### config.mk
export PLATFORM = sky130hd
export DESIGN_NAME = core_top
export DESIGN_NICKNAME = d
export VERILOG_FILES = /design/src/hw/core_pkg.sv /design/src/hw/core_top.sv /design/src/hw/decode_stage.sv /design/src/hw/execute_stage.sv /design/src/hw/fetch_stage.sv /design/src/hw/instr_decoder.sv /design/src/hw/register_file.sv
export SDC_FILE = /design/constraint.sdc
export NUM_CORES = 2
export LEC_CHECK = 0
export BUFFER_PORTS_ARGS = -buffer_cell sky130_fd_sc_hd__buf_2
export CAP_MARGIN = 20
export CELL_PAD_IN_SITES_DETAIL_PLACEMENT = 1
export CELL_PAD_IN_SITES_GLOBAL_PLACEMENT = 1
export CORE_AREA = 2 2 388 390
export CTS_CLUSTER_SIZE = 40
export DETAILED_ROUTE_END_ITERATION = 7
export DIE_AREA = 0 0 390 392
export HOLD_SLACK_MARGIN = 0.02
export PLACE_DENSITY_LB_ADDON = 0.25
export RECOVER_POWER = 25
export SLEW_MARGIN = 10
export SYNTH_ARGS = -nofsm -noshare
export SYNTH_HDL_FRONTEND = slang
export SYNTH_SLANG_ARGS = --single-unit
### constraint.sdc
create_clock -name clock -period 11.67 [get_ports clock]
set_input_delay 2.334 -clock clock [delete_from_list [all_inputs] [get_ports clock]]
set_output_delay 2.334 -clock clock [all_outputs]
set_load 0.02 [all_outputs]
### src/hw/core_pkg.sv
`default_nettype none

package core_pkg;

  localparam int xlen = 32;
  localparam int cause_w = 4;

  localparam logic [xlen-1:0] reset_pc = 32'h0000_0000;
  localparam logic [xlen-1:0] trap_vector = 32'h0000_0100;
  localparam logic [31:0] nop_instr = 32'h0000_0013;  // addi x0,x0,0

  localparam logic [6:0] op_lui = 7'b0110111;
  localparam logic [6:0] op_jal = 7'b1101111;
  localparam logic [6:0] op_jalr = 7'b1100111;
  localparam logic [6:0] op_branch = 7'b1100011;
  localparam logic [6:0] op_load = 7'b0000011;
  localparam logic [6:0] op_store = 7'b0100011;
  localparam logic [6:0] op_imm = 7'b0010011;
  localparam logic [6:0] op_reg = 7'b0110011;
  localparam logic [6:0] op_system = 7'b1110011;

  localparam logic [cause_w-1:0] cause_illegal = 4'd2;
  localparam logic [cause_w-1:0] cause_breakpoint = 4'd3;
  localparam logic [cause_w-1:0] cause_misaligned_load = 4'd4;
  localparam logic [cause_w-1:0] cause_misaligned_store = 4'd6;
  localparam logic [cause_w-1:0] cause_ecall = 4'd11;

  typedef enum logic [2:0] {
    alu_add, alu_sub, alu_and, alu_or, alu_xor, alu_slt, alu_pass_b
  } alu_op_type;

  typedef struct packed {
    logic [6:0] funct7;
    logic [4:0] rs2;
    logic [4:0] rs1;
    logic [2:0] funct3;
    logic [4:0] rd;
    logic [6:0] opcode;
  } r_fmt_type;

  typedef struct packed {
    logic [11:0] imm;
    logic [4:0] rs1;
    logic [2:0] funct3;
    logic [4:0] rd;
    logic [6:0] opcode;
  } i_fmt_type;

  typedef struct packed {
    logic [6:0] imm_hi;
    logic [4:0] rs2;
    logic [4:0] rs1;
    logic [2:0] funct3;
    logic [4:0] imm_lo;
    logic [6:0] opcode;
  } s_fmt_type;

  typedef struct packed {
    logic imm12;
    logic [5:0] imm10_5;
    logic [4:0] rs2;
    logic [4:0] rs1;
    logic [2:0] funct3;
    logic [3:0] imm4_1;
    logic imm11;
    logic [6:0] opcode;
  } b_fmt_type;

  typedef struct packed {
    logic imm20;
    logic [9:0] imm10_1;
    logic imm11;
    logic [7:0] imm19_12;
    logic [4:0] rd;
    logic [6:0] opcode;
  } j_fmt_type;

  // One word, five encodings
  typedef union packed {
    r_fmt_type r_fmt;
    i_fmt_type i_fmt;
    s_fmt_type s_fmt;
    b_fmt_type b_fmt;
    j_fmt_type j_fmt;
  } instr_word_union;

  typedef struct packed {
    alu_op_type alu_op;
    logic [xlen-1:0] imm;
    logic [4:0] waddr;
    logic [4:0] raddr1;
    logic [4:0] raddr2;
    logic wren;
    logic rden1;
    logic rden2;
    logic use_imm;
    logic lui;
    logic jal;
    logic jalr;
    logic branch;
    logic branch_ne;
    logic load;
    logic store;
    logic ecall;
    logic ebreak;
    logic valid;
  } ctrl_type;

  typedef struct packed {
    logic valid;
    logic [xlen-1:0] pc;
    instr_word_union instr;
  } fetch_reg_type;

  typedef struct packed {
    logic valid;
    logic [xlen-1:0] pc;
    alu_op_type alu_op;
    logic [xlen-1:0] op_a;
    logic [xlen-1:0] op_b;
    logic [xlen-1:0] sdata;
    logic [xlen-1:0] addr;
    logic [4:0] waddr;
    logic wren;
    logic load;
    logic store;
  } decode_reg_type;

endpackage

`default_nettype wire

### src/hw/core_top.sv
`default_nettype none

module core_top
  import core_pkg::*;
(
  input wire logic clock,
  input wire logic reset,
  output logic [xlen-1:0] imem_addr,
  input wire logic [xlen-1:0] imem_data,
  output logic dmem_valid,
  output logic dmem_write,
  output logic [xlen-1:0] dmem_addr,
  output logic [xlen-1:0] dmem_wdata,
  input wire logic [xlen-1:0] dmem_rdata,
  output logic trap,
  output logic [xlen-1:0] trap_pc,
  output logic [cause_w-1:0] trap_cause
);

  fetch_reg_type fetch;
  decode_reg_type decoded;
  logic redirect;
  logic [xlen-1:0] redirect_pc;
  logic [4:0] raddr1, raddr2;
  logic [xlen-1:0] rdata1, rdata2;
  logic wb_wen;
  logic [4:0] wb_waddr;
  logic [xlen-1:0] wb_wdata;

  fetch_stage u_fetch (
    .clock(clock),
    .reset(reset),
    .redirect(redirect),
    .redirect_pc(redirect_pc),
    .imem_addr(imem_addr),
    .imem_data(imem_data),
    .fetch(fetch)
  );

  decode_stage u_decode (
    .clock(clock),
    .reset(reset),
    .fetch(fetch),
    .raddr1(raddr1),
    .raddr2(raddr2),
    .rdata1(rdata1),
    .rdata2(rdata2),
    .forward_wen(wb_wen),
    .forward_waddr(wb_waddr),
    .forward_data(wb_wdata),
    .redirect(redirect),
    .redirect_pc(redirect_pc),
    .trap(trap),
    .trap_pc(trap_pc),
    .trap_cause(trap_cause),
    .decoded(decoded)
  );

  register_file u_regs (
    .clock(clock),
    .reset(reset),
    .raddr1(raddr1),
    .raddr2(raddr2),
    .rdata1(rdata1),
    .rdata2(rdata2),
    .wen(wb_wen),
    .waddr(wb_waddr),
    .wdata(wb_wdata)
  );

  execute_stage u_execute (
    .clock(clock),
    .reset(reset),
    .decoded(decoded),
    .dmem_valid(dmem_valid),
    .dmem_write(dmem_write),
    .dmem_addr(dmem_addr),
    .dmem_wdata(dmem_wdata),
    .dmem_rdata(dmem_rdata),
    .wen(wb_wen),
    .waddr(wb_waddr),
    .wdata(wb_wdata)
  );

endmodule

`default_nettype wire

### src/hw/decode_stage.sv
`default_nettype none

module decode_stage
  import core_pkg::*;
(
  input wire logic clock,
  input wire logic reset,
  input wire fetch_reg_type fetch,
  output logic [4:0] raddr1,
  output logic [4:0] raddr2,
  input wire logic [xlen-1:0] rdata1,
  input wire logic [xlen-1:0] rdata2,
  input wire logic forward_wen,
  input wire logic [4:0] forward_waddr,
  input wire logic [xlen-1:0] forward_data,
  output logic redirect,
  output logic [xlen-1:0] redirect_pc,
  output logic trap,
  output logic [xlen-1:0] trap_pc,
  output logic [cause_w-1:0] trap_cause,
  output decode_reg_type decoded
);

  ctrl_type ctrl;
  decode_reg_type next;
  logic [xlen-1:0] src1, src2, mem_addr, target;
  logic fwd1, fwd2, taken, misaligned, exception, link;
  logic [cause_w-1:0] cause;

  instr_decoder u_decoder (
    .instr(fetch.instr),
    .ctrl(ctrl)
  );

  assign raddr1 = ctrl.raddr1;
  assign raddr2 = ctrl.raddr2;

  // Result in execute wins over the register file
  assign fwd1 = ctrl.rden1 && forward_wen && ctrl.raddr1 != 5'd0 && forward_waddr == ctrl.raddr1;
  assign fwd2 = ctrl.rden2 && forward_wen && ctrl.raddr2 != 5'd0 && forward_waddr == ctrl.raddr2;
  assign src1 = fwd1 ? forward_data : rdata1;
  assign src2 = fwd2 ? forward_data : rdata2;

  assign mem_addr = src1 + ctrl.imm;
  assign link = ctrl.jal || ctrl.jalr;
  assign taken = link || (ctrl.branch && ((src1 == src2) != ctrl.branch_ne));
  assign target = ctrl.jalr ? {mem_addr[xlen-1:1], 1'b0} : fetch.pc + ctrl.imm;
  assign misaligned = (ctrl.load || ctrl.store) && mem_addr[1:0] != 2'b00;

  always_comb begin
    exception = 1'b1;
    if (!ctrl.valid) begin
      cause = cause_illegal;
    end else if (ctrl.ebreak) begin
      cause = cause_breakpoint;
    end else if (ctrl.ecall) begin
      cause = cause_ecall;
    end else if (misaligned && ctrl.load) begin
      cause = cause_misaligned_load;
    end else if (misaligned) begin
      cause = cause_misaligned_store;
    end else begin
      exception = 1'b0;
      cause = '0;
    end
  end

  assign trap = fetch.valid && exception;  // bubbles never trap
  assign trap_pc = fetch.pc;
  assign trap_cause = cause;
  assign redirect = fetch.valid && (exception || taken);
  assign redirect_pc = exception ? trap_vector : target;

  always_comb begin
    next.valid = fetch.valid && !exception;
    next.pc = fetch.pc;
    next.alu_op = ctrl.alu_op;
    next.op_a = link ? fetch.pc : src1;
    next.op_b = link ? 32'd4 : ((ctrl.use_imm || ctrl.lui) ? ctrl.imm : src2);
    next.sdata = src2;
    next.addr = mem_addr;
    next.waddr = ctrl.waddr;
    // Squashed slot leaves no side effects
    next.wren = next.valid && ctrl.wren;
    next.load = next.valid && ctrl.load;
    next.store = next.valid && ctrl.store;
  end

  always_ff @(posedge clock) begin
    if (!reset) begin
      decoded.valid <= 1'b0;
      decoded.wren <= 1'b0;
      decoded.load <= 1'b0;
      decoded.store <= 1'b0;
    end else begin
      decoded <= next;
    end
  end

endmodule

`default_nettype wire

### src/hw/execute_stage.sv
`default_nettype none

module execute_stage
  import core_pkg::*;
(
  input wire logic clock,
  input wire logic reset,
  input wire decode_reg_type decoded,
  output logic dmem_valid,
  output logic dmem_write,
  output logic [xlen-1:0] dmem_addr,
  output logic [xlen-1:0] dmem_wdata,
  input wire logic [xlen-1:0] dmem_rdata,
  output logic wen,
  output logic [4:0] waddr,
  output logic [xlen-1:0] wdata
);

  logic [xlen-1:0] alu_result;
  logic less;

  assign less = $signed(decoded.op_a) < $signed(decoded.op_b);

  always_comb begin
    case (decoded.alu_op)
      alu_add: alu_result = decoded.op_a + decoded.op_b;
      alu_sub: alu_result = decoded.op_a - decoded.op_b;
      alu_and: alu_result = decoded.op_a & decoded.op_b;
      alu_or: alu_result = decoded.op_a | decoded.op_b;
      alu_xor: alu_result = decoded.op_a ^ decoded.op_b;
      alu_slt: alu_result = {{(xlen-1){1'b0}}, less};
      alu_pass_b: alu_result = decoded.op_b;  // lui
      default: alu_result = decoded.op_a + decoded.op_b;
    endcase
  end

  // Memory answers in this same cycle
  assign dmem_valid = decoded.valid && (decoded.load || decoded.store);
  assign dmem_write = decoded.valid && decoded.store;
  assign dmem_addr = decoded.addr;
  assign dmem_wdata = decoded.sdata;

  // Register file takes it at the next edge, decode sees it now
  assign wen = decoded.valid && decoded.wren;
  assign waddr = decoded.waddr;
  assign wdata = decoded.load ? dmem_rdata : alu_result;

endmodule

`default_nettype wire

### src/hw/fetch_stage.sv
`default_nettype none

module fetch_stage
  import core_pkg::*;
(
  input wire logic clock,
  input wire logic reset,
  input wire logic redirect,
  input wire logic [xlen-1:0] redirect_pc,
  output logic [xlen-1:0] imem_addr,
  input wire logic [xlen-1:0] imem_data,
  output fetch_reg_type fetch
);

  logic [xlen-1:0] pc;

  assign imem_addr = pc;

  always_ff @(posedge clock) begin
    if (!reset) begin
      pc <= reset_pc;
      fetch.valid <= 1'b0;
      fetch.pc <= reset_pc;
      fetch.instr <= nop_instr;
    end else if (redirect) begin
      pc <= redirect_pc;
      // Word at pc is on the wrong path
      fetch.valid <= 1'b0;
      fetch.pc <= pc;
      fetch.instr <= nop_instr;
    end else begin
      pc <= pc + 32'd4;
      fetch.valid <= 1'b1;
      fetch.pc <= pc;
      fetch.instr <= imem_data;
    end
  end

endmodule

`default_nettype wire

### src/hw/instr_decoder.sv
`default_nettype none

module instr_decoder
  import core_pkg::*;
(
  input wire instr_word_union instr,
  output ctrl_type ctrl
);

  logic [xlen-1:0] imm_i, imm_s, imm_b, imm_j, imm_u;

  assign imm_i = {{20{instr.i_fmt.imm[11]}}, instr.i_fmt.imm};
  assign imm_s = {{20{instr.s_fmt.imm_hi[6]}}, instr.s_fmt.imm_hi, instr.s_fmt.imm_lo};
  assign imm_b = {{19{instr.b_fmt.imm12}}, instr.b_fmt.imm12, instr.b_fmt.imm11,
                  instr.b_fmt.imm10_5, instr.b_fmt.imm4_1, 1'b0};
  assign imm_j = {{11{instr.j_fmt.imm20}}, instr.j_fmt.imm20, instr.j_fmt.imm19_12,
                  instr.j_fmt.imm11, instr.j_fmt.imm10_1, 1'b0};
  // Upper bits 31:12 in their raw order
  assign imm_u = {instr.j_fmt.imm20, instr.j_fmt.imm10_1, instr.j_fmt.imm11,
                  instr.j_fmt.imm19_12, 12'h000};

  always_comb begin
    ctrl = '0;
    ctrl.alu_op = alu_add;
    ctrl.waddr = instr.r_fmt.rd;
    ctrl.raddr1 = instr.r_fmt.rs1;
    ctrl.raddr2 = instr.r_fmt.rs2;
    case (instr.r_fmt.opcode)
      op_lui: begin
        ctrl = '{alu_op: alu_pass_b, imm: imm_u, waddr: ctrl.waddr, raddr1: ctrl.raddr1,
                 raddr2: ctrl.raddr2, wren: 1'b1, lui: 1'b1, valid: 1'b1, default: 1'b0};
      end
      op_jal: begin
        ctrl.imm = imm_j;
        ctrl.wren = 1'b1;
        ctrl.jal = 1'b1;
        ctrl.valid = 1'b1;
      end
      op_jalr: begin
        ctrl.imm = imm_i;
        ctrl.wren = 1'b1;
        ctrl.rden1 = 1'b1;
        ctrl.jalr = 1'b1;
        ctrl.valid = (instr.i_fmt.funct3 == 3'b000);
      end
      op_branch: begin
        ctrl.imm = imm_b;
        ctrl.rden1 = 1'b1;
        ctrl.rden2 = 1'b1;
        ctrl.branch = 1'b1;
        ctrl.branch_ne = instr.b_fmt.funct3[0];  // beq 000, bne 001
        ctrl.valid = (instr.b_fmt.funct3[2:1] == 2'b00);
      end
      op_load: begin
        ctrl.imm = imm_i;
        ctrl.wren = 1'b1;
        ctrl.rden1 = 1'b1;
        ctrl.use_imm = 1'b1;
        ctrl.load = 1'b1;
        ctrl.valid = (instr.i_fmt.funct3 == 3'b010);  // lw only
      end
      op_store: begin
        ctrl.imm = imm_s;
        ctrl.rden1 = 1'b1;
        ctrl.rden2 = 1'b1;
        ctrl.store = 1'b1;
        ctrl.valid = (instr.s_fmt.funct3 == 3'b010);
      end
      op_imm: begin
        ctrl.imm = imm_i;
        ctrl.wren = 1'b1;
        ctrl.rden1 = 1'b1;
        ctrl.use_imm = 1'b1;
        ctrl.valid = (instr.i_fmt.funct3 == 3'b000);  // addi
      end
      op_reg: begin
        ctrl.wren = 1'b1;
        ctrl.rden1 = 1'b1;
        ctrl.rden2 = 1'b1;
        ctrl.valid = 1'b1;
        case ({instr.r_fmt.funct7, instr.r_fmt.funct3})
          10'b0000000_000: ctrl.alu_op = alu_add;
          10'b0100000_000: ctrl.alu_op = alu_sub;
          10'b0000000_111: ctrl.alu_op = alu_and;
          10'b0000000_110: ctrl.alu_op = alu_or;
          10'b0000000_100: ctrl.alu_op = alu_xor;
          10'b0000000_010: ctrl.alu_op = alu_slt;
          default: ctrl.valid = 1'b0;
        endcase
      end
      op_system: begin
        if (instr.i_fmt.rs1 == 5'd0 && instr.i_fmt.rd == 5'd0 && instr.i_fmt.funct3 == 3'b000) begin
          ctrl.ecall = (instr.i_fmt.imm == 12'h000);
          ctrl.ebreak = (instr.i_fmt.imm == 12'h001);
          ctrl.valid = ctrl.ecall || ctrl.ebreak;
        end
      end
      default: ctrl.valid = 1'b0;
    endcase
    if (ctrl.waddr == 5'd0) begin
      ctrl.wren = 1'b0;
    end
  end

endmodule

`default_nettype wire

### src/hw/register_file.sv
`default_nettype none

module register_file
  import core_pkg::*;
(
  input wire logic clock,
  input wire logic reset,
  input wire logic [4:0] raddr1,
  input wire logic [4:0] raddr2,
  output logic [xlen-1:0] rdata1,
  output logic [xlen-1:0] rdata2,
  input wire logic wen,
  input wire logic [4:0] waddr,
  input wire logic [xlen-1:0] wdata
);

  logic [xlen-1:0] regs [32];

  assign rdata1 = (raddr1 == 5'd0) ? '0 : regs[raddr1];
  assign rdata2 = (raddr2 == 5'd0) ? '0 : regs[raddr2];

  always_ff @(posedge clock) begin
    if (!reset) begin
      for (int i = 0; i < 32; i++) begin
        regs[i] <= '0;
      end
    end else if (wen && waddr != 5'd0) begin
      regs[waddr] <= wdata;
    end
  end

endmodule

`default_nettype wire

==> impl_metrics.xml <==
<?xml version="1.0" encoding="UTF-8"?>
<metrics>
  <group name="run_status">
    <metric name="run_status" unit="">finished, violations left</metric>
    <metric name="violations" unit="">max-capacitance violations, max-slew violations</metric>
  </group>
  <group name="logic_synthesis">
    <metric name="synth.lib_cells_used.distinct" unit="">105</metric>
    <metric name="syn_avg_cell_area" unit="um2">12.1</metric>
    <metric name="post_synth_inst_count" unit="">6122</metric>
    <metric name="synth_area" unit="um2">73800</metric>
    <metric name="register_bit_total_from_synthesis" unit="">1261</metric>
    <metric name="synth.yosys.warnings" unit="">0</metric>
    <metric name="ys_dominant_reg_cell" unit="">edfxtp_1</metric>
    <metric name="synth-async-reset-ratio" unit="%">0</metric>
    <metric name="post_synthesis_sequential_area_ratio" unit="%">49.9</metric>
    <metric name="synth_enable_flop_cells" unit="">1160</metric>
  </group>
  <group name="setup_path">
    <metric name="critical_path.slowest_cell" unit="">clkbuf_1</metric>
    <metric name="worst-path-max-fanout" unit="">47</metric>
    <metric name="top_cell_by_count_worst_path" unit="">a21oi_1</metric>
    <metric name="cell_breakdown_of_the_critical_path" unit="">clkbuf_1, and2_0, buf_4, a22oi_1, a21oi_1, o211ai_1, nand2_1, o22ai_1, a21oi_1, a21oi_1, a2111o_1, or4_1, or4_1, o21ai_1, nand2_1, a31oi_4, buf_4, and2_1</metric>
    <metric name="timing.critical_path.required" unit="ns">12.39</metric>
    <metric name="setup.worst_path.end_class" unit="">flop</metric>
    <metric name="timing_worst_setup_path_type" unit="">reg -&gt; reg</metric>
    <metric name="worst_setup_path_start_kind" unit="">flop</metric>
    <metric name="critPathMaxStageDelay" unit="ns">1.78</metric>
    <metric name="worstPathArrival" unit="ns">10.75</metric>
  </group>
  <group name="power">
    <metric name="finalPower" unit="mW">13.2</metric>
    <metric name="vdd_ir_drop_max" unit="V">0.000156</metric>
    <metric name="power_density" unit="nW/um2">164</metric>
    <metric name="total_leakage_power" unit="nW">29.5</metric>
  </group>
  <group name="finish">
    <metric name="stdcell_count" unit="">8138</metric>
    <metric name="area_growth" unit="%">9.05</metric>
    <metric name="post-route-util" unit="%">54.1</metric>
    <metric name="finalInstanceArea" unit="um2">80500</metric>
    <metric name="number_of_nets_in_the_finished_design" unit="">6304</metric>
    <metric name="ratio_of_cells_with_drive_above_1_in_the_final_layout" unit="%">18.3</metric>
  </group>
  <group name="clocking">
    <metric name="cts.repair.resized" unit="">0</metric>
    <metric name="cts.sinks" unit="">1261</metric>
    <metric name="cts_post_setup_buffers_inserted" unit="">0</metric>
    <metric name="clkSlewWorstSetupHoldPaths" unit="ns">0.06</metric>
    <metric name="clock_tree.root_cell" unit="">clkbuf_16</metric>
    <metric name="cts-htree-levels" unit="">4</metric>
    <metric name="cts_hold_repair.buffers" unit="">0</metric>
    <metric name="cts_max_path_buffers" unit="">3</metric>
    <metric name="cts_tree" unit="">yes</metric>
    <metric name="clock_insertion_delay_worst_skew" unit="ns">0.82</metric>
    <metric name="cts_inserted_buffers" unit="">144</metric>
  </group>
  <group name="global_routing">
    <metric name="globalRouteMet1Util" unit="%">50.3</metric>
    <metric name="met2_track_utilization_from_global_routing" unit="%">63.4</metric>
    <metric name="grt_remaining_overflow" unit="">0</metric>
    <metric name="grt_pass1_vias" unit="">58900</metric>
    <metric name="grt_peak_use_layer" unit="">met2</metric>
    <metric name="grt_pass1_wl" unit="mm">444</metric>
    <metric name="antenna_violations_before_repair" unit="">14</metric>
    <metric name="global_route.usage.total" unit="%">41.2</metric>
    <metric name="grt_max_degree" unit="">95</metric>
    <metric name="groute.layer.met3.usage" unit="%">11.2</metric>
  </group>
  <group name="sta">
    <metric name="max_freq" unit="MHz">99.8</metric>
    <metric name="finClkSkew" unit="ns">0.0381</metric>
    <metric name="max-slew-margin-rel" unit="%">-166</metric>
    <metric name="finalWorstSetupSlack" unit="ns">1.65</metric>
    <metric name="report.final.setup_viol" unit="">0</metric>
    <metric name="tns" unit="ns">0</metric>
    <metric name="unrepaired_setup_endpoints_after_global_routing" unit="">false</metric>
    <metric name="fin_hold_ws" unit="ns">0.519</metric>
    <metric name="post-route-min-period" unit="ns">10.02</metric>
    <metric name="report.final.hold_viol_count" unit="">0</metric>
    <metric name="worst-slew-pin-transition" unit="ns">3.99</metric>
    <metric name="final_max_slew_viol_count" unit="">892</metric>
    <metric name="post_route_fraction_of_the_period_consumed_by_the_critical_path" unit="%">85.9</metric>
  </group>
  <group name="floorplanning">
    <metric name="die_w" unit="um">390</metric>
    <metric name="die_h" unit="um">392</metric>
    <metric name="core_region_area" unit="um2">149000</metric>
    <metric name="io-pin-count" unit="">201</metric>
    <metric name="fp.dieArea" unit="um2">153000</metric>
    <metric name="placement_rows" unit="">142</metric>
    <metric name="start_util" unit="%">49.6</metric>
  </group>
  <group name="placed_design">
    <metric name="portBuffers" unit="">200</metric>
    <metric name="dp_slack" unit="ns">3.86</metric>
    <metric name="post_dp_cell_area" unit="um2">76300</metric>
    <metric name="gp_congestion" unit="">0.999</metric>
    <metric name="placedCellCount" unit="">7870</metric>
    <metric name="detailedPlacementHpwl" unit="mm">207</metric>
  </group>
  <group name="routing">
    <metric name="dr.first_iter.drc_count" unit="">8570</metric>
    <metric name="avgViaCountPerCell" unit="">7.23</metric>
    <metric name="vias" unit="">58800</metric>
    <metric name="totalWireLength" unit="mm">318</metric>
    <metric name="pre_antenna_drt_iters" unit="">6</metric>
    <metric name="wl_per_cell" unit="um">39.0</metric>
    <metric name="ant_nets" unit="">0</metric>
    <metric name="detail_route.drc_violations" unit="">0</metric>
  </group>
  <group name="worst_hold_path">
    <metric name="path_category_of_the_worst_min_delay_check" unit="">reg -&gt; reg</metric>
  </group>
  <group name="run">
    <metric name="drv_cap" unit="">30</metric>
  </group>
</metrics>
## power breakdown
group	total, mW	internal [mW]	leakage [nW]	switching, mW
Sequential	5.35	5.17	12.8	0.172
Clock	4.46	2.48	2.19	1.98
Combinational	3.41	1.02	14.6	2.38
## metal layers
metal | wire [um] | part of all wire (%) | vias up
li1 | - | - | 22800
met1 | 107000 | 34 | 29900
met2 | 143000 | 45 | 4799
met3 | 40000 | 13 | 1266
met4 | 27200 | 8.6 | 10
met5 | 58 | 0.018 | -
## cell families (layout without fill, tap and decap cells)
| kind of cell | Yosys count | after routing | share of synthesized area (%) |
|---|---|---|---|
| muxes | 689 | 689 | 19.0 |
| other | 1 | 42 | 0.00508 |
| AOI/OAI and AO/OA | 1005 | 1005 | 9.40 |
| adders and majority gates | 164 | 164 | 2.82 |
| DFF | 1261 | 1261 | 49.9 |
| xor gates and xnor gates | 134 | 134 | 1.59 |
| buffers and inverters | 738 | 769 | 4.74 |
| and+or+nand+nor | 2130 | 2130 | 12.5 |
## cell usage after synthesis, drive strengths merged, types with 10 or more instances
library cell,n,share of area (%)
mux2,16,0.24
inv,131,0.67
o211a,15,0.20
nor4,26,0.24
o311ai,11,0.13
or2,17,0.14
a221oi,15,0.18
or4,15,0.15
nor3,74,0.52
edfxtp,1160,47
a21oi,219,1.5
xnor2,77,0.91
clkbuf,354,1.8
o21ai,196,1.3
a22oi,87,0.90
a21boi,13,0.14
o21bai,21,0.22
o221ai,15,0.19
a221o,10,0.14
nand4,22,0.19
nor3b,10,0.10
a31oi,40,0.36
mux4,564,17
nand2,365,1.9
xor2,57,0.68
a22o,23,0.27
o211ai,25,0.26
nand3,63,0.43
nor2,1253,6.4
o21a,28,0.28
ha,159,2.7
or3,27,0.24
buf,252,2.3
and3,37,0.31
o22ai,24,0.20
a21o,80,0.81
nor2b,48,0.41
nand2b,43,0.36
mux2i,109,1.5
o2bb2ai,31,0.45
and2,99,0.84
a211oi,37,0.40
dfxtp,101,2.7
## registers in the layout, summed over array words and instances (netlist names)
| name | cells |
|---|---|
| u_fetch.fetch | 65 |
| u_fetch.imem_addr | 32 |
| u_regs.regs | 1024 |
| u_decode.decoded | 140 |
## critical path, delay by kind of cell (launching register included)
| family | cells | cell delay, ns |
|---|---|---|
| buffers and inverters | 3 | 2.78 |
| AND/OR/NAND/NOR | 6 | 2.69 |
| flip-flops | 1 | 1.48 |
| AO/OA/AOI/OAI | 9 | 2.90 |
## final timing paths
kind,from,endpoint,slack [ns],cells past startpoint
hold / removal,u_fetch.imem_addr[15],u_fetch.fetch[47],0.52,1
hold reg to reg,u_fetch.imem_addr[15],u_fetch.fetch[47],0.52,1
setup reg to reg,u_fetch.fetch[23],u_fetch.fetch[21],1.65,18
setup / recovery,u_fetch.fetch[23],u_fetch.fetch[21],1.65,18
## placed cells by master (no fill, tap or decap), types with 77 or more instances in the layout
cell,instances
and2_1,81
clkbuf_1,190
a22oi_1,85
mux4_2,548
dfxtp_1,92
xnor2_1,77
inv_1,128
nand2_1,320
mux2i_1,109
buf_4,143
a21o_1,80
o21ai_0,187
edfxtp_1,1160
ha_1,159
a21oi_1,217
clkbuf_16,147
nor2_1,1249
## layout make-up
type                            instances  area, um2
Fill cell                           15100      68400
Tap cell                             1944       2430
Clock buffer                          178       3790
Multi-Input combinational cell       4154      34000
Sequential cell                      1261      36900
Antenna cell                           10       25.0
Timing Repair Buffer                  382       2220
Inverter                              132        497
Clock inverter                         77        671
No activity file was read; power rests on OpenSTA's default activity.
